File: src/design/axi_mem_pkg.sv
// AXI4 memory bus widths, response codes and channel payload structs
package axi_mem_pkg;

  localparam int AXI_ID_W   = 4;
  localparam int AXI_ADDR_W = 32;
  localparam int AXI_DATA_W = 64;
  localparam int AXI_STRB_W = AXI_DATA_W / 8;

  localparam logic [1:0] RESP_OKAY   = 2'b00;
  localparam logic [1:0] RESP_DECERR = 2'b11;

  // --------------------------------------------------------------------------
  // Address channels

  typedef struct packed {
    logic [AXI_ID_W-1:0]   id;
    logic [AXI_ADDR_W-1:0] addr;
    logic [7:0]            len;
    logic [2:0]            size;
    logic [1:0]            burst;
    logic [1:0]            lock;
    logic [3:0]            cache;
    logic [2:0]            prot;
  } axi_aw_t;

  // Same layout as AW
  typedef struct packed {
    logic [AXI_ID_W-1:0]   id;
    logic [AXI_ADDR_W-1:0] addr;
    logic [7:0]            len;
    logic [2:0]            size;
    logic [1:0]            burst;
    logic [1:0]            lock;
    logic [3:0]            cache;
    logic [2:0]            prot;
  } axi_ar_t;

  // --------------------------------------------------------------------------
  // Data and response channels

  typedef struct packed {
    logic [AXI_DATA_W-1:0] data;
    logic [AXI_STRB_W-1:0] strb;
    logic                  last;
  } axi_w_t;

  typedef struct packed {
    logic [AXI_ID_W-1:0] id;
    logic [1:0]          resp;
  } axi_b_t;

  typedef struct packed {
    logic [AXI_ID_W-1:0]   id;
    logic [AXI_DATA_W-1:0] data;
    logic [1:0]            resp;
    logic                  last;
  } axi_r_t;

endpackage

File: src/design/axi_sram_slave.sv
// AXI4 single-beat slave with read and write FSMs, range decode and B/R generation
`timescale 1ns/10ps

module axi_sram_slave #(
  parameter  int MEM_BYTES = 4096,
  localparam int WORDS     = MEM_BYTES / axi_mem_pkg::AXI_STRB_W,
  localparam int IDX_W     = $clog2(WORDS)
) (
  input  logic                               i_aclk,
  input  logic                               i_rst,

  // Write address
  input  axi_mem_pkg::axi_aw_t               i_aw,
  input  logic                               i_aw_valid,
  output logic                               o_aw_ready,

  // Write data
  input  axi_mem_pkg::axi_w_t                i_w,
  input  logic                               i_w_valid,
  output logic                               o_w_ready,

  // Write response
  output axi_mem_pkg::axi_b_t                o_b,
  output logic                               o_b_valid,
  input  logic                               i_b_ready,

  // Read address
  input  axi_mem_pkg::axi_ar_t               i_ar,
  input  logic                               i_ar_valid,
  output logic                               o_ar_ready,

  // Read data
  output axi_mem_pkg::axi_r_t                o_r,
  output logic                               o_r_valid,
  input  logic                               i_r_ready,

  // SRAM side
  output logic                               o_wr_en,
  output logic [IDX_W-1:0]                   o_wr_idx,
  output logic [axi_mem_pkg::AXI_DATA_W-1:0] o_wr_data,
  output logic [axi_mem_pkg::AXI_STRB_W-1:0] o_wr_strb,
  output logic                               o_rd_en,
  output logic [IDX_W-1:0]                   o_rd_idx,
  input  logic [axi_mem_pkg::AXI_DATA_W-1:0] i_rd_data
);

  // Byte offset bits below the word index
  localparam int OFS_W = $clog2(axi_mem_pkg::AXI_STRB_W);
  localparam logic [axi_mem_pkg::AXI_ADDR_W-1:0] MEM_LIMIT =
    axi_mem_pkg::AXI_ADDR_W'(MEM_BYTES);

  typedef enum logic [0:0] {
    RD_IDLE,
    RD_RESP
  } rd_state_t;

  typedef enum logic [1:0] {
    WR_IDLE,
    WR_DATA,
    WR_RESP
  } wr_state_t;

  rd_state_t rd_state;
  wr_state_t wr_state;

  logic aw_fire;
  logic w_fire;
  logic b_fire;
  logic ar_fire;
  logic r_fire;

  logic aw_hit;
  logic ar_hit;

  logic [axi_mem_pkg::AXI_ID_W-1:0] rd_id;
  logic                             rd_hit;
  logic [axi_mem_pkg::AXI_ID_W-1:0] wr_id;
  logic [IDX_W-1:0]                 wr_idx;
  logic                             wr_hit;
  logic [1:0]                       b_resp;

  assign aw_fire = i_aw_valid & o_aw_ready;
  assign w_fire  = i_w_valid  & o_w_ready;
  assign b_fire  = o_b_valid  & i_b_ready;
  assign ar_fire = i_ar_valid & o_ar_ready;
  assign r_fire  = o_r_valid  & i_r_ready;

  assign aw_hit = (i_aw.addr < MEM_LIMIT);
  assign ar_hit = (i_ar.addr < MEM_LIMIT);

  // --------------------------------------------------------------------------
  // Read channel

  always_ff @(posedge i_aclk) begin
    if (i_rst) begin
      rd_state <= RD_IDLE;
    end else begin
      case (rd_state)
        RD_IDLE: if (ar_fire) rd_state <= RD_RESP;
        RD_RESP: if (r_fire) rd_state <= RD_IDLE;
        default: rd_state <= RD_IDLE;
      endcase
    end
  end

  always_ff @(posedge i_aclk) begin
    if (ar_fire) begin
      rd_id  <= i_ar.id;
      rd_hit <= ar_hit;
    end
  end

  // SRAM output holds until the next AR, so R stays stable under stall
  assign o_rd_en  = ar_fire & ar_hit;
  assign o_rd_idx = i_ar.addr[OFS_W +: IDX_W];

  assign o_ar_ready = (rd_state == RD_IDLE);
  assign o_r_valid  = (rd_state == RD_RESP);

  always_comb begin
    o_r.id   = rd_id;
    o_r.data = rd_hit ? i_rd_data : '0;
    o_r.resp = rd_hit ? axi_mem_pkg::RESP_OKAY : axi_mem_pkg::RESP_DECERR;
    o_r.last = 1'b1;
  end

  // --------------------------------------------------------------------------
  // Write channel

  always_ff @(posedge i_aclk) begin
    if (i_rst) begin
      wr_state <= WR_IDLE;
    end else begin
      case (wr_state)
        WR_IDLE: if (aw_fire) wr_state <= WR_DATA;
        WR_DATA: if (w_fire) wr_state <= WR_RESP;
        WR_RESP: if (b_fire) wr_state <= WR_IDLE;
        default: wr_state <= WR_IDLE;
      endcase
    end
  end

  always_ff @(posedge i_aclk) begin
    if (aw_fire) begin
      wr_id  <= i_aw.id;
      wr_idx <= i_aw.addr[OFS_W +: IDX_W];
      wr_hit <= aw_hit;
    end
    if (w_fire) begin
      b_resp <= wr_hit ? axi_mem_pkg::RESP_OKAY : axi_mem_pkg::RESP_DECERR;
    end
  end

  // Misses leave memory untouched
  assign o_wr_en   = w_fire & wr_hit;
  assign o_wr_idx  = wr_idx;
  assign o_wr_data = i_w.data;
  assign o_wr_strb = i_w.strb;

  assign o_aw_ready = (wr_state == WR_IDLE);
  assign o_w_ready  = (wr_state == WR_DATA);
  assign o_b_valid  = (wr_state == WR_RESP);

  assign o_b.id   = wr_id;
  assign o_b.resp = b_resp;

  // --------------------------------------------------------------------------
  // Protocol checks

  // Single-beat only
  a_aw_len_zero : assert property (
    @(posedge i_aclk) disable iff (i_rst) i_aw_valid |-> (i_aw.len == 8'd0)
  ) else $error("axi_sram_slave: AW burst length %0d", i_aw.len);

  a_ar_len_zero : assert property (
    @(posedge i_aclk) disable iff (i_rst) i_ar_valid |-> (i_ar.len == 8'd0)
  ) else $error("axi_sram_slave: AR burst length %0d", i_ar.len);

  a_w_last : assert property (
    @(posedge i_aclk) disable iff (i_rst) i_w_valid |-> i_w.last
  ) else $error("axi_sram_slave: W beat without last");

  a_r_stable : assert property (
    @(posedge i_aclk) disable iff (i_rst)
      (o_r_valid && !i_r_ready) |=> (o_r_valid && $stable(o_r))
  ) else $error("axi_sram_slave: R changed while stalled");

  a_b_stable : assert property (
    @(posedge i_aclk) disable iff (i_rst)
      (o_b_valid && !i_b_ready) |=> (o_b_valid && $stable(o_b))
  ) else $error("axi_sram_slave: B changed while stalled");

endmodule

File: config.mk
export PLATFORM = sky130hd
export DESIGN_NAME = axi_sram_slave
export DESIGN_NICKNAME = d
export VERILOG_FILES = /design/src/design/axi_mem_pkg.sv /design/src/design/axi_sram_slave.sv
export SDC_FILE = /design/constraint.sdc
export NUM_CORES = 1
export LEC_CHECK = 0
export ABC_AREA = 1
export BUFFER_PORTS_ARGS = -buffer_cell sky130_fd_sc_hd__buf_2
export CORE_AREA = 4 4 165 167
export DETAILED_ROUTE_END_ITERATION = 16
export DIE_AREA = 0 0 169 171
export GPL_TIMING_DRIVEN = 0
export PLACE_DENSITY = 0.36
export SLEW_MARGIN = 15
export SYNTH_ARGS = -nofsm -noshare
export SYNTH_HDL_FRONTEND = slang
export SYNTH_SLANG_ARGS = --single-unit
File: constraint.sdc
create_clock -name i_aclk -period 1.9 [get_ports i_aclk]
set_input_delay 0.19 -clock i_aclk [delete_from_list [all_inputs] [get_ports i_aclk]]
set_output_delay 0.19 -clock i_aclk [all_outputs]
set_load 0.01 [all_outputs]
==> results of run 1 <==
==> power by group <==
| part | switching, W | internal [W] |
|---|---|---|
| logic | 0.000344 | 0.000378 |
| registers | 0.0000131 | 0.000590 |
| clock network | 0.000175 | 0.000283 |
==> cells in the mapped netlist <==
| library cell | n |
|---|---|
| a21oi_1 | 1 |
| or2_2 | 1 |
| nand2_2 | 1 |
| nand4_1 | 1 |
| buf_4 | 89 |
| nand2_1 | 74 |
| a21oi_2 | 1 |
| dfxtp_1 | 3 |
| nor2_2 | 1 |
| nand3_1 | 2 |
| nor2_1 | 28 |
| inv_1 | 74 |
| edfxtp_1 | 20 |
| a211oi_1 | 1 |
| nor3_1 | 1 |
| conb_1 | 1 |
| buf_2 | 2 |
| and2_0 | 1 |
==> how the worst max path moves through the flow <==
stage | start | slack (ns) | to
floorplan | wr_state[0] | 0.12 | o_wr_idx[0]
global placement | wr_state[0] | -0.57 | wr_id[2]
detailed placement | rd_hit | 0.45 | o_r[2]
CTS | rd_hit | 0.16 | o_r[2]
global route | rd_hit | 0.09 | o_r[11]
finish | rd_hit | 0.27 | o_r[2]
==> cells by family (layout without fill, tap and decap cells) <==
| logic type | Yosys count | count (layout) | synth area share, % |
|---|---|---|---|
| other | 1 | 1 | 0.181 |
| AND/OR/NAND/NOR | 110 | 110 | 20.7 |
| flip-flops | 23 | 23 | 31.9 |
| buffers and inverters | 165 | 470 | 46.2 |
| AO/OA/AOI/OAI | 3 | 3 | 1.03 |
==> per-layer routing <==
layer  vias up  track usage, %
met5         -               0
met4         2           0.840
met3        10            1.48
met2       149            10.5
met1      1095            6.99
li1       1377               -
==> cell usage in the layout, fill, tap and decap left out, drive strengths merged <==
cell type and instances:
dfxtp 3, nor3 1, nor2 29, a211oi 1
nand2 75, buf 392, a21oi 2, or2 1
conb 1, clkinv 1, nand4 1, and2 1
clkbuf 3, edfxtp 20, nand3 2, inv 74
==> critical path, cell delays in order (launching register included) <==
cell      delay, ns
edfxtp_1       0.40
buf_2          0.24
buf_4          0.22
inv_1          0.07
buf_4          0.12
buf_2          0.13
==> area by class of cell <==
cell class	count	area, sq um
inverters	74	278
repair buffers	301	1510
clock buffers	3	75.1
plain buffers	91	678
multi-input cells	114	459
fillers	2995	21700
well taps	335	419
flip-flops and latches	23	661
clock inverters	1	5.00
==> flip-flops by register name (all words and copies together), names as in the netlist <==
signal and cells:
wr_id 4, o_wr_idx 9, wr_state 2, b_resp 1
rd_hit 1, wr_hit 1, rd_id 4, o_r_valid 1
==> through the flow <==
stage                     total power [W]  setup TNS (ns)  hold slack (ns)  instance area, sq um  setup WS [ns]
after CTS                         0.00183               0           0.0973                  4080          0.164
after global placement            0.00135           -7.91            0.367                  3990         -0.566
final                             0.00178               0            0.107                  4080          0.269
after detailed placement          0.00135               0            0.369                  4000          0.452
after global routing              0.00191               0           0.0923                  4080         0.0926
after floorplan                  0.000974               0            0.252                  2070          0.120
==> impl_results.md, run 1 <==
* Sequential-to-total area share from yosys stat at 31.9%
* Flops & latches, synth at 23
* Die Span Y at 171 um
* RSZ-0062 raised after global routing: false
* Die W at 169 um
* Final core occ at 15.9%
* Outcome: completed
* Slew Viols, Final at 0
* Clk_skew at 0.00156 ns
* Drt initial violations at 52
* Final hold vios at 0
* Hold path startpoint: i_ar[57]
* FF-to-FF End: wr_id[1]
* Worst reg2reg setup slack at 0.54 ns
* Vias in the first global route at 2424
* Final worst-path cycle share at 85.8%
* Pin count of the biggest net entering global routing at 14
* First-pass GRT wire length at 13300 um
* Area Growth Syn to Fin at 97.2%
* Top-area cell type share of the netlist area at 32.3%
* Gpl congestion at 0.735
* Post-CTS Setup Bufs at 0
* Reg2reg path depth at 2
* Final setup violation count at 0
* Max-cap violations at 0
* Sinks on Clock Net at 23
* Detailed Route WL at 10200 um
* Via/cell ratio at 2.80
* Maximum VDD drop at 0.260 mV
* Post-Layout Cell Count at 942
* ANT cells at 0
* Clock slew at reported path FFs at 0.06 ns
* Via count at 2633
* Share of cells above drive strength 1 at 66.1%
* Post-synthesis cell count at 302
* Post-CTS Hold Fix Bufs at 0
* CP Launch Type: flop
* Leak at 2.72 nW
* Overall Global Routing Usage at 5.76%
* Clk_lat worst skew at 0.25 ns
* Hold path cells at 1
* Yosys cell types at 18
* CP Data Arrival Time at 1.44 ns
* Port buffer count at 300
* WL/cell at 10.8 um
* H-tree levels at 1
* CTS resizes at 0
* Max Root-Sink Buffers at 2
* Syn Std Cell Area at 2070 sq um
* Initial Util at 8.04%
* Inst Count DP at 938
* Clk root buf: clkbuf_16
* Die Area at 28900 sq um
* Fmax at 613 MHz
* Max Used Layer: met5
* Pwr Density at 437 nW/um^2
* Yosys warnings at 0
* Critical path class: reg -> out
* CP endpoint kind: primary output
* Grt total ovfl at 0
* Remaining DRCs at 0
* Metal2 WL at 5280 um
* DP HPWL at 9320 um
* Final min period at 1.63 ns
* CTS tree: yes
* Cts bufs inserted at 3
* Mapped Avg Cell Area at 6.86 sq um
* Worst Path Required at 1.71 ns
* DR pass1 iterations at 3
* Post-Route M1 WL at 3850 um
* Routed length on met3 at 944 um
* Core area at 25800 sq um
* Ranking of synthesized cells by area: buf_4 (32%), edfxtp_1 (29%), inv_1 (13%)
* Antenna violations before repair at 1
* Largest area contributor in the synthesized netlist: buf_4
* Rows at 59
* DRT antenna net count at 0
* Hold endpoint: rd_id[3]
* Net Count, Synth at 562
* Worst R2R Start: wr_state[0]
* IO Count at 434
* Hold Path Class: in -> reg
* Worst Path Max Fanout at 10
* Final nets at 868
Note: power is estimated with default switching activity, not from simulation.
==> run 2: changes to the inputs <==
--- a/config.mk
+++ b/config.mk
@@ -7,9 +7,9 @@
 export LEC_CHECK = 0
 export ABC_AREA = 1
 export BUFFER_PORTS_ARGS = -buffer_cell sky130_fd_sc_hd__buf_2
-export CORE_AREA = 4 4 165 167
+export CORE_AREA = 4 4 166 168
 export DETAILED_ROUTE_END_ITERATION = 16
-export DIE_AREA = 0 0 169 171
+export DIE_AREA = 0 0 170 172
 export GPL_TIMING_DRIVEN = 0
 export PLACE_DENSITY = 0.36
 export SLEW_MARGIN = 15
==> constraint.sdc (replaced) <==
create_clock -name i_aclk -period 1.5 [get_ports i_aclk]
set_input_delay 0.15 -clock i_aclk [delete_from_list [all_inputs] [get_ports i_aclk]]
set_output_delay 0.15 -clock i_aclk [all_outputs]
set_load 0.01 [all_outputs]
==> run 2 against run 1 <==
Compared with the run above:
- clock skew grew 0.0019 ns
- die area rose by 1.2%
- power increased by 30%
- critical path depth is the same
- routed wire length is 4.1% higher
- setup slack got worse by 0.19 ns
- register-to-register slack got worse by 0.40 ns
- final cell count up 0.21%
- clock power increased by 31%
- hold slack got worse by 0.048 ns
- critical path type unchanged
- critical endpoint is now o_r[57]
==> impl_results.md, run 2 (synthesis gave the netlist of run 1 again) <==
* Critical path class: reg -> out
* Die Span Y at 172 um
* Metal2 WL at 5520 um
* Rows at 59
* Commonest non-fill, non-tap cell in the layout: buf_2
* Share of cells above drive strength 1 at 67.8%
* Routed length on met3 at 1140 um
* Maximum VDD drop at 0.365 mV
* DR pass1 iterations at 4
* Clk_skew at 0.00343 ns
* Pre-CTS WS at -0.247 ns
* Overall Global Routing Usage at 5.88%
* CP endpoint kind: primary output
* Hold Path Class: in -> reg
* Drt initial violations at 45
* Worst Path Required at 1.35 ns
* Clk_lat worst skew at 0.26 ns
* Final setup violation count at 0
* Final core occ at 16.1%
* Port buffer count at 300
* Post-Route M1 WL at 3880 um
* Clk root buf: clkbuf_16
* Crit-path cells: buf_6, buf_4, nand2_2, inv_1, buf_2
* Post-CTS Hold Fix Bufs at 0
* Gpl congestion at 0.705
* CP Launch Type: flop
* Pwr Density at 554 nW/um^2
* Remaining DRCs at 0
* Final min period at 1.42 ns
* Die Area at 29200 sq um
* RSZ-0062 raised after global routing: true
* Final hold vios at 0
* Final nets at 870
* Max Root-Sink Buffers at 2
* Relative slew slack at 52.7%
* DRT antenna net count at 0
* Highest-count cells in the layout ignoring fill and taps: buf_2 (299), buf_4 (86), inv_1 (73), nand2_1 (65), nor2_1 (28)
* Reg2reg path depth at 1
* Cts bufs inserted at 3
* Outcome: completed
* Worst Path Max Fanout at 7
* ANT cells at 0
* CP max-delay cell: edfxtp_1
* Clock slew at reported path FFs at 0.07 ns
* Slew Viols, Final at 0
* Sinks on Clock Net at 23
* Setup WS post-layout at 0.0821 ns
* Area Growth Syn to Fin at 102%
* IO Count at 434
* Max FFs per register at 9
* Via/cell ratio at 2.82
* Via count at 2662
* Leak at 2.75 nW
* Detailed Route WL at 10600 um
* Die W at 170 um
* Hold path cells at 1
* Grt total ovfl at 0
* Final worst-path cycle share at 94.5%
* Core area at 25900 sq um
* Number of fill cells at 2996
* Vias in the first global route at 2412
* First-pass GRT wire length at 13500 um
* CP Data Arrival Time at 1.27 ns
* Pin count of the biggest net entering global routing at 15
* Initial Util at 7.99%
* Setup TNS at 0 ns
* DP HPWL at 9770 um
* H-tree levels at 1
* CTS tree: yes
* Fmax at 705 MHz
* Total power at 0.00232 W
* Max Used Layer: met4
* Worst slew pin tran at 0.708 ns
* Max incr delay on CP at 0.45 ns
* Antenna violations before repair at 0
* WL/cell at 11.2 um
* Max-cap violations at 0
-- run 2: through the flow --
step,area [sq um],cells,hold slack [ns]
after floorplan,2080,302,0.212
after global placement,4000,937,0.328
after detailed placement,4000,937,0.329
after CTS,4130,944,0.0500
after global routing,4180,944,0.0462
final,4180,944,0.0585
-- run 2: worst paths after layout --
| path | from | endpoint | slack, ns |
|---|---|---|---|
| setup / recovery | rd_hit | o_r[57] | 0.08 |
| hold / removal | i_aw[30] | o_wr_idx[5] | 0.06 |
| setup reg to reg | wr_state[0] | o_wr_idx[6] | 0.14 |
| hold reg to reg | wr_hit | b_resp[0] | 0.53 |
-- run 2: layer usage --
metal | track usage, % | vias to the layer above
met5 | 0 | -
met4 | 0.833 | 0
met3 | 1.78 | 3
met2 | 10.4 | 149
met1 | 7.20 | 1126
li1 | - | 1384
-- run 2: where the power goes --
group          switching (W)  internal [W]
clock network       0.000243      0.000360
registers          0.0000176      0.000747
logic               0.000448      0.000502
-- run 2: area by class of cell --
class                   instances  area, sq um  area share, %
repair buffers                304         1540           36.8
plain buffers                  90          714           17.1
flip-flops and latches         23          661           15.8
multi-input cells             114          488           11.7
well taps                     335          419           10.0
inverters                      74          280           6.70
clock buffers                   3         75.1           1.79
clock inverters                 1         5.00          0.120
-- run 2: critical path, delay by kind of cell (launching register included) --
kind / cells / cell delay, ns
simple gates: 1 / 0.07
buf+inv: 4 / 0.48
flops: 1 / 0.45
-- run 2: timing repair --
| action | in CTS | in global routing |
|---|---|---|
| cloned | 0 | 0 |
| gates resized for setup | 9 | 17 |
| setup endpoints to repair | 65 | 47 |
| setup buffers | 3 | 1 |
==> run 3: changes to the inputs <==
--- a/config.mk
+++ b/config.mk
@@ -7,11 +7,10 @@
 export LEC_CHECK = 0
 export ABC_AREA = 1
 export BUFFER_PORTS_ARGS = -buffer_cell sky130_fd_sc_hd__buf_2
-export CORE_AREA = 4 4 166 168
+export CORE_AREA = 4 4 168 170
 export DETAILED_ROUTE_END_ITERATION = 16
-export DIE_AREA = 0 0 170 172
+export DIE_AREA = 0 0 172 174
 export GPL_TIMING_DRIVEN = 0
-export PLACE_DENSITY = 0.36
 export SLEW_MARGIN = 15
 export SYNTH_ARGS = -nofsm -noshare
 export SYNTH_HDL_FRONTEND = slang
==> constraint.sdc (replaced) <==
create_clock -name i_aclk -period 1.8 [get_ports i_aclk]
set_input_delay 0.18 -clock i_aclk [delete_from_list [all_inputs] [get_ports i_aclk]]
set_output_delay 0.18 -clock i_aclk [all_outputs]
set_load 0.01 [all_outputs]
==> run 3 against run 2 <==
Compared with the run above:
- flip-flop and latch count stayed put
- power shrank 19%
- clock-buffer cell count is the same
- register-to-register slack improved by 0.26 ns
- final area is 2.1% lower
- critical path type unchanged
==> impl_results.md, run 3 (synthesis gave the netlist of run 1 again) <==
* H-tree levels at 1
* Max Root-Sink Buffers at 2
* CTS tree: yes
* Worst Path Max Fanout at 10
* CP Data Arrival Time at 1.41 ns
* Relative slew slack at 65.7%
* Remaining DRCs at 0
* Rows at 60
* Max-cap violations at 0
* Drt initial violations at 38
* Crit-path most repeated cell: buf_4
* Reg2reg path depth at 2
* Clk_skew at 0.00362 ns
* DRT antenna net count at 0
* Post-Layout Cell Count at 948
* Clk root buf: clkbuf_16
* Critical path class: reg -> out
* Crit-path cells: clkbuf_4, buf_4, inv_1, buf_4, buf_2
* Initial Util at 7.75%
* Final setup violation count at 0
* Post-CTS Setup Bufs at 0
* Worst R2R Start: wr_state[0]
* Area Growth Syn to Fin at 97.8%
* Final nets at 868
* Final hold vios at 0
* Hold Path Class: in -> reg
* Pin count of the biggest net entering global routing at 15
* Sinks on Clock Net at 23
* Area of the multi-input gates at 459 sq um
* Crit path depth at 5
* Max FFs per register at 9
* Design area at 4100 sq um
* Overall Global Routing Usage at 5.29%
* Register area at 661 sq um
* Gpl congestion at 0.727
* Number of fill cells at 3065
* CP Launch Type: flop
* Cts bufs inserted at 3
* Setup TNS at 0 ns
* Via/cell ratio at 2.78
* Core area at 26700 sq um
* Slew Viols, Final at 0
* Final worst-path cycle share at 88.1%
* CP endpoint kind: primary output
* Commonest non-fill, non-tap cell in the layout: buf_2
* Final min period at 1.59 ns
* FF-to-FF End: o_wr_idx[3]
* Share of cells above drive strength 1 at 66.1%
* DR pass1 iterations at 4
* Maximum VDD drop at 0.321 mV
* CTS resizes at 0
* Die W at 172 um
* CP endpoint: o_r[2]
* Die Area at 29900 sq um
* Leak at 2.71 nW
* Max incr delay on CP at 0.39 ns
* Port buffer count at 300
* Setup WS post-layout at 0.214 ns
* First-pass GRT wire length at 12700 um
* Antenna violations before repair at 0
* Setup crit start: rd_hit
* Grt total ovfl at 0
* Pre-CTS WS at 0.348 ns
* Placed Area at 4010 sq um
* Vias in the first global route at 2424
* RSZ-0062 raised after global routing: false
* Die Span Y at 174 um
* Clock slew at reported path FFs at 0.06 ns
* DP HPWL at 8780 um
* ANT cells at 0
* Highest-count cells in the layout ignoring fill and taps: buf_2 (301), buf_4 (90), inv_1 (74), nand2_1 (74), nor2_1 (28)
* Clk_lat worst skew at 0.26 ns
* Fmax at 631 MHz
* Pwr Density at 461 nW/um^2
* WL/cell at 9.89 um
* Worst Path Required at 1.62 ns
* Via count at 2637
* IO Count at 434
* Outcome: completed
* Inst Count DP at 944
* Worst reg2reg setup slack at 0.40 ns
* CP max-delay cell: edfxtp_1
* Detailed Route WL at 9380 um
* Worst slew pin tran at 0.512 ns
* Buf+Inv Stages, Crit Path at 5
* CP delay by family, top: buffers and inverters
* Total power at 0.00189 W
* Post-CTS Hold Fix Bufs at 0
run 3: metal layers:
metal / vias to the layer above / global-route usage (%) / wire (um)
met3: 4 / 1.21 / 944
met2: 153 / 9.82 / 4770
met4: 0 / 0.491 / 15
met5: - / 0 / 0
met1: 1103 / 6.39 / 3650
li1: 1377 / - / -
run 3: how the worst min path moves through the flow:
stage / from / to / slack (ns) / cells after the start
final: i_ar[55] / rd_id[1] / 0.09 / 1
after detailed placement: i_ar[57] / rd_id[3] / 0.36 / 1
after global placement: i_aw[28] / o_wr_idx[3] / 0.36 / 1
after floorplan: i_rst / wr_state[1] / 0.24 / 1
after CTS: i_ar[57] / rd_id[3] / 0.09 / 1
after global routing: i_aw[25] / o_wr_idx[0] / 0.08 / 1
run 3: final cells by class:
type	count	area share, %
repair buffers	301	36.8
clock buffers	3	1.83
inverters	74	6.78
clock inverters	1	0.183
plain buffers	91	16.6
flip-flops and latches	23	16.1
well taps	341	10.4
multi-input cells	114	11.2
run 3: power by group:
part	internal [W]	total, W	switching [W]
Clock	0.000301	0.000495	0.000194
Combinational	0.000400	0.000757	0.000357
Sequential	0.000622	0.000637	0.0000143
Total	0.00132	0.00189	0.000565
run 3: per-stage QoR:
stage                     hold slack [ns]  utilization (%)
after floorplan                     0.242                -
after global placement              0.358             15.0
after detailed placement            0.358             15.0
after CTS                          0.0877             15.3
after global routing               0.0828             15.3
final                              0.0932             15.3
